File: src/design/fmaUnit_params.svh
`ifndef FMA_UNIT_PARAMS_SVH
`define FMA_UNIT_PARAMS_SVH

// ############################################################
// datapath sizes, fp16 fraction plus hidden bit.
// ############################################################
`define FP16_FRACW 10
`define FMA_WIDTH (`FP16_FRACW + 1)
`define FMA_OUTWIDTH (2 * `FMA_WIDTH)
`define MUL_ITERS ((`FMA_WIDTH + 3) / 4)  // radix-16 digits per operand.

// ############################################################
// host bus.
// ############################################################
`define AXI_ADDRW 8
`define AXI_DATAW 32

`endif

File: src/design/fmaPkg.sv
`include "fmaUnit_params.svh"

package fmaPkg;

  typedef enum logic [1:0] {
    OP_MADD  = 2'b00,  // product + addend.
    OP_MSUB  = 2'b01,  // product - addend.
    OP_NMADD = 2'b10,  // -product + addend.
    OP_NMSUB = 2'b11   // -product - addend.
  } fmaOp_t;

  typedef enum logic [2:0] {
    FMAD_WAIT,
    FMAD_MUL_KICK,
    FMAD_MUL,
    FMAD_ADD,
    FMAD_DONE
  } fmadState_t;

  typedef struct packed {
    logic [`FMA_WIDTH-1:0] mulIn1;
    logic [`FMA_WIDTH-1:0] mulIn2;
    logic [`FMA_WIDTH-1:0] addIn;
    fmaOp_t                op;
  } fmaReq_t;

  typedef struct packed {
    logic [`FMA_OUTWIDTH-1:0] value;  // two's complement, wraps modulo 2^22.
  } fmaResult_t;

  typedef struct packed {
    logic                  awvalid;
    logic [`AXI_ADDRW-1:0] awaddr;
    logic                  wvalid;
    logic [`AXI_DATAW-1:0] wdata;
    logic                  bready;
    logic                  arvalid;
    logic [`AXI_ADDRW-1:0] araddr;
    logic                  rready;
  } axiLiteReq_t;

  typedef struct packed {
    logic                  awready;
    logic                  wready;
    logic                  bvalid;
    logic [1:0]            bresp;
    logic                  arready;
    logic                  rvalid;
    logic [`AXI_DATAW-1:0] rdata;
    logic [1:0]            rresp;
  } axiLiteRsp_t;

endpackage

File: src/design/radix16Mult.sv
`timescale 1ns/1ns
`include "fmaUnit_params.svh"

module radix16Mult #(
  parameter int WIDTH = `FMA_WIDTH
) (
  input  logic                 clock,
  input  logic                 reset,
  input  logic [WIDTH-1:0]     mulIn1,
  input  logic [WIDTH-1:0]     mulIn2,
  input  logic                 start,
  output logic [2*WIDTH-1:0]   mulOut,
  output logic                 done
);

  localparam int ITERS = (WIDTH + 3) / 4;
  localparam int MPW   = 4 * ITERS;
  localparam int CNTW  = $clog2(ITERS + 1);
  localparam int OUTW  = 2 * WIDTH;

  logic              active;
  logic [CNTW-1:0]   iter;
  logic [OUTW-1:0]   mcand;
  logic [MPW-1:0]    mplier;
  logic [OUTW-1:0]   partial;

  // multiplicand times the current hex digit, already shifted into place.
  assign partial = mcand * OUTW'(mplier[3:0]);

  // done marks the last digit cycle, the product settles on that edge.
  assign done = active && (iter == CNTW'(ITERS - 1));

  always_ff @(posedge clock, posedge reset) begin
    if (reset) begin
      active <= 1'b0;
      iter   <= '0;
    end else if (start) begin
      active <= 1'b1;
      iter   <= '0;
    end else if (active) begin
      active <= !done;
      iter   <= iter + 1'b1;
    end
  end

  always_ff @(posedge clock) begin
    if (start) begin
      mcand  <= OUTW'(mulIn1);
      mplier <= MPW'(mulIn2);
      mulOut <= '0;
    end else if (active) begin
      mulOut <= mulOut + partial;
      mcand  <= mcand << 4;
      mplier <= mplier >> 4;
    end
  end

endmodule

File: src/design/fmad.sv
`timescale 1ns/1ns
`include "fmaUnit_params.svh"

module fmad import fmaPkg::*; (
  input  logic        clock,
  input  logic        reset,
  input  logic        start,
  input  fmaReq_t     req,
  output fmaResult_t  result,
  output logic        resultValid,
  output logic        busy
);

  fmaReq_t                  latched;
  logic                     mulStart;
  logic                     mulDone;
  logic                     addEn;
  logic                     negate;
  logic                     sub;
  logic [`FMA_OUTWIDTH-1:0] mulOut;
  logic [`FMA_OUTWIDTH-1:0] product;
  logic [`FMA_OUTWIDTH-1:0] addend;

  // a start seen while busy is dropped here.
  always_ff @(posedge clock) begin
    if (start && !busy) begin
      latched <= req;
    end
  end

  always_comb begin
    case (latched.op)
      OP_MADD:  {negate, sub} = 2'b00;
      OP_MSUB:  {negate, sub} = 2'b01;
      OP_NMADD: {negate, sub} = 2'b10;
      default:  {negate, sub} = 2'b11;
    endcase
  end

  assign product = negate ? -mulOut : mulOut;
  assign addend  = `FMA_OUTWIDTH'(latched.addIn);

  always_ff @(posedge clock) begin
    if (addEn) begin
      result.value <= sub ? product - addend : product + addend;
    end
  end

  radix16Mult #(.WIDTH(`FMA_WIDTH)) u_mult (
    .clock,
    .reset,
    .mulIn1 (latched.mulIn1),
    .mulIn2 (latched.mulIn2),
    .start  (mulStart),
    .mulOut,
    .done   (mulDone)
  );

  fmadFsm u_fsm (
    .clock,
    .reset,
    .start,
    .mulDone,
    .mulStart,
    .addEn,
    .resultValid,
    .busy
  );

endmodule

module fmadFsm import fmaPkg::*; (
  input  logic clock,
  input  logic reset,
  input  logic start,
  input  logic mulDone,
  output logic mulStart,
  output logic addEn,
  output logic resultValid,
  output logic busy
);

  fmadState_t state;
  fmadState_t nextState;

  always_ff @(posedge clock, posedge reset) begin
    if (reset) begin
      state <= FMAD_WAIT;
    end else begin
      state <= nextState;
    end
  end

  always_comb begin
    nextState = state;
    case (state)
      FMAD_WAIT:     nextState = start ? FMAD_MUL_KICK : FMAD_WAIT;
      FMAD_MUL_KICK: nextState = FMAD_MUL;
      FMAD_MUL:      nextState = mulDone ? FMAD_ADD : FMAD_MUL;
      FMAD_ADD:      nextState = FMAD_DONE;
      FMAD_DONE:     nextState = start ? FMAD_MUL_KICK : FMAD_WAIT;  // back-to-back allowed.
      default:       nextState = FMAD_WAIT;
    endcase
  end

  assign mulStart    = (state == FMAD_MUL_KICK);
  assign addEn       = (state == FMAD_ADD);
  assign resultValid = (state == FMAD_DONE);
  assign busy        = state inside {FMAD_MUL_KICK, FMAD_MUL, FMAD_ADD};

endmodule

File: src/design/fmaResultRegs.sv
`timescale 1ns/1ns

module fmaResultRegs import fmaPkg::*; (
  input  logic         clock,
  input  logic         reset,
  input  logic         start,
  input  logic         resultValid,
  input  fmaResult_t   resultIn,
  output fmaResult_t   result,
  output logic         done,
  output logic [15:0]  opCount
);

  always_ff @(posedge clock, posedge reset) begin
    if (reset) begin
      done    <= 1'b0;
      opCount <= '0;
    end else begin
      if (start) begin
        done <= 1'b0;  // a new request clears the sticky flag.
      end else if (resultValid) begin
        done <= 1'b1;
      end
      if (resultValid) begin
        opCount <= opCount + 16'd1;  // wraps at 16 bits.
      end
    end
  end

  always_ff @(posedge clock) begin
    if (resultValid) begin
      result <= resultIn;
    end
  end

endmodule

File: src/design/axiLiteRegs.sv
`timescale 1ns/1ns
`include "fmaUnit_params.svh"

module axiLiteRegs import fmaPkg::*; (
  input  logic         clock,
  input  logic         reset,
  input  axiLiteReq_t  axiReq,
  input  logic         busy,
  input  logic         done,
  input  fmaResult_t   result,
  input  logic [15:0]  opCount,
  output axiLiteRsp_t  axiRsp,
  output logic         start,
  output fmaReq_t      req
);

  localparam logic [`AXI_ADDRW-1:0] ADDR_MUL1   = 'h00;
  localparam logic [`AXI_ADDRW-1:0] ADDR_MUL2   = 'h04;
  localparam logic [`AXI_ADDRW-1:0] ADDR_ADD    = 'h08;
  localparam logic [`AXI_ADDRW-1:0] ADDR_CTRL   = 'h0C;
  localparam logic [`AXI_ADDRW-1:0] ADDR_STATUS = 'h10;
  localparam logic [`AXI_ADDRW-1:0] ADDR_RESULT = 'h14;
  localparam logic [`AXI_ADDRW-1:0] ADDR_COUNT  = 'h18;

  localparam logic [1:0] RESP_OKAY   = 2'b00;
  localparam logic [1:0] RESP_SLVERR = 2'b10;

  logic                  awReady;
  logic                  bValid;
  logic [1:0]            bResp;
  logic                  arReady;
  logic                  rValid;
  logic [`AXI_DATAW-1:0] rData;
  logic [1:0]            rResp;
  logic                  wrFire;
  logic                  rdFire;
  logic                  wrMapped;
  logic                  rdMapped;
  logic [`AXI_DATAW-1:0] rdMux;

  assign wrFire = awReady && axiReq.awvalid && axiReq.wvalid;
  assign rdFire = arReady && axiReq.arvalid;
  assign wrMapped = axiReq.awaddr inside {ADDR_MUL1, ADDR_MUL2, ADDR_ADD, ADDR_CTRL};

  // ############################################################
  // write channel
  // ############################################################
  always_ff @(posedge clock, posedge reset) begin
    if (reset) begin
      awReady <= 1'b0;
      bValid  <= 1'b0;
      start   <= 1'b0;
      req     <= '0;
    end else begin
      // address and data are taken together, one write at a time.
      awReady <= !awReady && !bValid && axiReq.awvalid && axiReq.wvalid;
      start   <= wrFire && (axiReq.awaddr == ADDR_CTRL);
      if (wrFire) begin
        bValid <= 1'b1;
      end else if (axiReq.bready) begin
        bValid <= 1'b0;
      end
      if (wrFire) begin
        case (axiReq.awaddr)
          ADDR_MUL1: req.mulIn1 <= axiReq.wdata[`FMA_WIDTH-1:0];
          ADDR_MUL2: req.mulIn2 <= axiReq.wdata[`FMA_WIDTH-1:0];
          ADDR_ADD:  req.addIn  <= axiReq.wdata[`FMA_WIDTH-1:0];
          ADDR_CTRL: req.op     <= fmaOp_t'(axiReq.wdata[1:0]);
          default:   ;
        endcase
      end
    end
  end

  always_ff @(posedge clock) begin
    if (wrFire) begin
      bResp <= wrMapped ? RESP_OKAY : RESP_SLVERR;
    end
  end

  // ############################################################
  // read channel
  // ############################################################
  always_comb begin
    rdMux    = '0;
    rdMapped = 1'b1;
    case (axiReq.araddr)
      ADDR_MUL1:   rdMux = `AXI_DATAW'(req.mulIn1);
      ADDR_MUL2:   rdMux = `AXI_DATAW'(req.mulIn2);
      ADDR_ADD:    rdMux = `AXI_DATAW'(req.addIn);
      ADDR_CTRL:   rdMux = `AXI_DATAW'(req.op);
      ADDR_STATUS: rdMux = `AXI_DATAW'({done, busy});
      ADDR_RESULT: rdMux = `AXI_DATAW'(result.value);
      ADDR_COUNT:  rdMux = `AXI_DATAW'(opCount);
      default:     rdMapped = 1'b0;
    endcase
  end

  always_ff @(posedge clock, posedge reset) begin
    if (reset) begin
      arReady <= 1'b0;
      rValid  <= 1'b0;
    end else begin
      arReady <= !arReady && !rValid && axiReq.arvalid;
      if (rdFire) begin
        rValid <= 1'b1;
      end else if (axiReq.rready) begin
        rValid <= 1'b0;
      end
    end
  end

  always_ff @(posedge clock) begin
    if (rdFire) begin
      rData <= rdMux;  // snapshot holds while rready is withheld.
      rResp <= rdMapped ? RESP_OKAY : RESP_SLVERR;
    end
  end

  always_comb begin
    axiRsp.awready = awReady;
    axiRsp.wready  = awReady;
    axiRsp.bvalid  = bValid;
    axiRsp.bresp   = bResp;
    axiRsp.arready = arReady;
    axiRsp.rvalid  = rValid;
    axiRsp.rdata   = rData;
    axiRsp.rresp   = rResp;
  end

endmodule

File: src/design/fmaTop.sv
`timescale 1ns/1ns

module fmaTop import fmaPkg::*; (
  input  logic         clock,
  input  logic         reset,
  input  axiLiteReq_t  axiReq,
  output axiLiteRsp_t  axiRsp
);

  logic        start;
  logic        busy;
  logic        resultValid;
  logic        done;
  logic [15:0] opCount;
  fmaReq_t     req;
  fmaResult_t  coreResult;
  fmaResult_t  heldResult;

  // ############################################################
  // host side, engine, result collector
  // ############################################################
  axiLiteRegs u_regs (
    .clock,
    .reset,
    .axiReq,
    .busy,
    .done,
    .result  (heldResult),
    .opCount,
    .axiRsp,
    .start,
    .req
  );

  fmad u_fmad (
    .clock,
    .reset,
    .start,
    .req,
    .result      (coreResult),
    .resultValid,
    .busy
  );

  fmaResultRegs u_results (
    .clock,
    .reset,
    .start,
    .resultValid,
    .resultIn    (coreResult),
    .result      (heldResult),
    .done,
    .opCount
  );

endmodule

File: config.mk
export PLATFORM = sky130hd
export DESIGN_NAME = fmaTop
export DESIGN_NICKNAME = d
export VERILOG_FILES = /design/src/design/fmaPkg.sv /design/src/design/radix16Mult.sv /design/src/design/fmad.sv /design/src/design/fmaResultRegs.sv /design/src/design/axiLiteRegs.sv /design/src/design/fmaTop.sv
export VERILOG_INCLUDE_DIRS = /design/src /design/src/design
export SDC_FILE = /design/constraint.sdc
export NUM_CORES = 1
export LEC_CHECK = 0
export BUFFER_PORTS_ARGS = -buffer_cell sky130_fd_sc_hd__buf_2
export CORE_ASPECT_RATIO = 2
export CORE_MARGIN = 5
export CORE_UTILIZATION = 45
export CTS_CLUSTER_SIZE = 30
export DETAILED_ROUTE_END_ITERATION = 10
export PLACE_DENSITY_LB_ADDON = 0.3
export SKIP_LAST_GASP = 1
export SLEW_MARGIN = 20
export SYNTH_ARGS = -nofsm -noshare
export SYNTH_HDL_FRONTEND = slang
export SYNTH_SLANG_ARGS = --single-unit
File: constraint.sdc
create_clock -name clock -period 11.5 [get_ports clock]
set_input_delay 2.3 -clock clock [delete_from_list [all_inputs] [get_ports clock]]
set_output_delay 2.3 -clock clock [all_outputs]
set_load 0.01 [all_outputs]
==> out/qor.yml <==
run_status:
  status: "finished, final reports clean"
route:
  drt_iter0_markers: 482
  ant_nets: 0
  top_layer_used: "met4"
  first_pass_iters: 7
  vias: 8509
  drc: 0
  met3_length_um: 867
  avgRoutedWirePerCell_um: 18.4
  wl_um: 28900
  met2WireLength_um: 16200
  met1_length_um: 10200
  viasPerCell: 5.42
finish:
  fin_nets: 1362
  final_cells: 1571
  drive_gt1_share_pct: 13.2
  n_fill_cell: 2552
  final_util_pct: 50.0
  synthToLayoutAreaGrowth_pct: 10.3
  design_area_um2: 14000
  antenna_cells: 0
logic_synthesis:
  yosysTopAreaCellShare_pct: 29.5
  synthFlopType: "edfxtp_1"
  synth_edf_count: 125
  synth_area_per_cell_um2: 11.1
  synth_commonest_cells: "125 x edfxtp_1, 111 x nand2_1, 103 x inv_1"
  yosysMostFrequentCell: "edfxtp_1"
  synthesis.area_um2: 12700
  yosys.cell_types.count: 64
  ys_seq_area_share_pct: 47.1
  syn_inst: 1146
  yosysTopAreaCell: "edfxtp_1"
  ys_ff_latch: 221
  synth_area_leaders: "edfxtp_1 30%, dfrtp_1 12%, fa_1 9.0%, dfxtp_1 5.2%, ha_1 4.9%"
  async_reset_ff_share_pct: 28.5
  ys_warn_count: 0
floorplanning:
  core_area_um2: 28100
  die_h_um: 248
  dieArea_um2: 31900
  io_pins: 96
  row_count: 87
  initial_utilization_pct: 45.3
  dieWidth_um: 129
timing:
  tns_ps: 0
  setup_ws_ps: 6250
  finalCritPeriodShare_pct: 45.7
  finalMaxSlewViolations: 0
  max_freq_mhz: 190
  setup_viol: 0
  finalClockSkew_ps: 23.9
  holdWs_ps: 417
  hold_viol: 0
  worstMarginPinSlew_ps: 999
  min_period_ps: 5250
  max_slew_margin_pct: 32.9
  rsz0062_at_grt: "false"
placement:
  place_ws_ps: 6330
  dpl_cell_area_um2: 13400
  dp_hpwl_um: 21700
  dp.cells: 1533
  io_buffers: 62
  globalplace.congestion: 0.858
grt:
  antenna_found_initial: 0
  grt_usage_pct: 18.5
  overflow: 0
  grt_pass1_vias: 9114
  grt_max_degree: 64
  grt_pass1_wl_um: 46700
worst_setup_path:
  cp_data_arrival_time_ps: 5720
  crit_fanout: 20
  path_delay_family: "adder cells"
  cp_common_cell: "fa_1"
  critical_path.cell_chain: "nand2_1 -> fa_1 -> fa_1 -> fa_1 -> inv_1 -> ha_1 -> o21ai_0 -> o21bai_1 -> a21oi_1 -> o221ai_1 -> a311oi_1 -> o22ai_1 -> nor4b_1 -> a211o_1"
  critPathRequiredTime_ps: 11970
  slowest_delay_ps: 860
  endpoint_kind: "flop"
  critical_path_class: "reg -> reg"
  cp_num_buf_inv: 1
  worstSetupStartpointType: "flop"
  slowest_stage: "edfxtp_1"
min_path:
  hold_class: "reg -> reg"
clock_tree:
  clkTransAtPathRegs_ps: 70
  cts_setup_buffers: 0
  clockRootBuffer: "clkbuf_16"
  cts_hold_buf: 0
  insertion_delay_ps: 530
  clk_path_buf_depth: 3
  cts_tree: "yes"
  cts_resized: 0
  cts_made_buffers: 21
  cts_sinks: 221
  htree_levels: 1
pwr:
  vdd_ir_drop_max_uv: 127
  powerDensity_nw_per_um2: 143
  p_leak_nw: 6.01
  p_total_mw: 2.00
run:
  max_cap_viol_count: 0
-- placed cells by master (no fill, tap or decap), drive strengths merged, types with 44 or more instances in the layout --
cell type,count
inv,107
buf,72
xnor2,68
a21oi,44
nand2,111
ha,50
nor2,68
fa,57
dfrtp,63
edfxtp,125
and2,78
-- metal layers --
metal / track usage [%] / up-vias
met5: 0 / -
met4: 10.5 / 0
li1: - / 4021
met1: 18.7 / 4195
met3: 1.92 / 97
met2: 35.9 / 196
-- sequential cells by signal, summed over array words and instances, names as in the netlist --
signal                count
u_regs.arReady            1
u_regs.awReady            1
u_regs.bValid             1
u_fmad.result            22
u_fmad.u_mult.mulOut     22
u_regs.req               35
u_regs.bResp              1
u_fmad.u_mult.active      1
u_fmad.u_mult.iter        2
u_regs.rValid             1
u_results.done            1
u_regs.rData             22
u_results.result         22
u_fmad.addend            11
u_fmad.latched           24
u_fmad.u_mult.mcand      22
u_regs.rResp              1
u_fmad.u_fsm.state        3
u_regs.start              1
u_fmad.u_mult.mplier     11
u_results.opCount        16
-- logic make-up after synthesis --
group           Yosys count  share of synthesized area (%)
simple gates            333                           13.0
flops                   221                           47.1
compound gates          186                           10.1
buf+inv                 155                           5.08
fa+ha+maj               107                           13.9
xor+xnor                 82                           5.65
mux                      61                           5.16
other cells               1                         0.0295
-- final cells by class --
class	instances	area, µm²	area share [%]
repair buffers	72	385	2.75
flip-flops and latches	221	5990	42.7
inverters	103	387	2.76
clock buffers	25	572	4.08
well taps	356	445	3.18
clock inverters	13	101	0.722
multi-input cells	781	6150	43.8
-- worst paths after layout --
path / startpoint / endpoint / slack (ps) / cells after the start
worst max-delay path: u_fmad.u_mult.mplier[2]$_DFFE_PP_ / u_fmad.u_mult.mulOut[20]$_SDFFE_PP0P_ / 6250 / 14
worst min-delay path: u_fmad.result[16]$_DFFE_PP_ / u_results.result[16]$_DFFE_PP_ / 420 / 0
worst max register to register: u_fmad.u_mult.mplier[2]$_DFFE_PP_ / u_fmad.u_mult.mulOut[20]$_SDFFE_PP0P_ / 6250 / 14
worst min register to register: u_fmad.result[16]$_DFFE_PP_ / u_results.result[16]$_DFFE_PP_ / 420 / 0
max in group asynchronous: reset / u_regs.arReady$_DFF_PP0_ / 8920 / 3
min in group asynchronous: reset / u_fmad.u_mult.active$_DFF_PP0_ / 2010 / 3
-- where the power goes --
part / switching (mW) / total [mW] / internal [mW]
clock: 0.320 / 0.686 / 0.365
combinational: 0.247 / 0.425 / 0.178
sequential: 0.0264 / 0.893 / 0.866
Power figures use the tool's default switching activity.
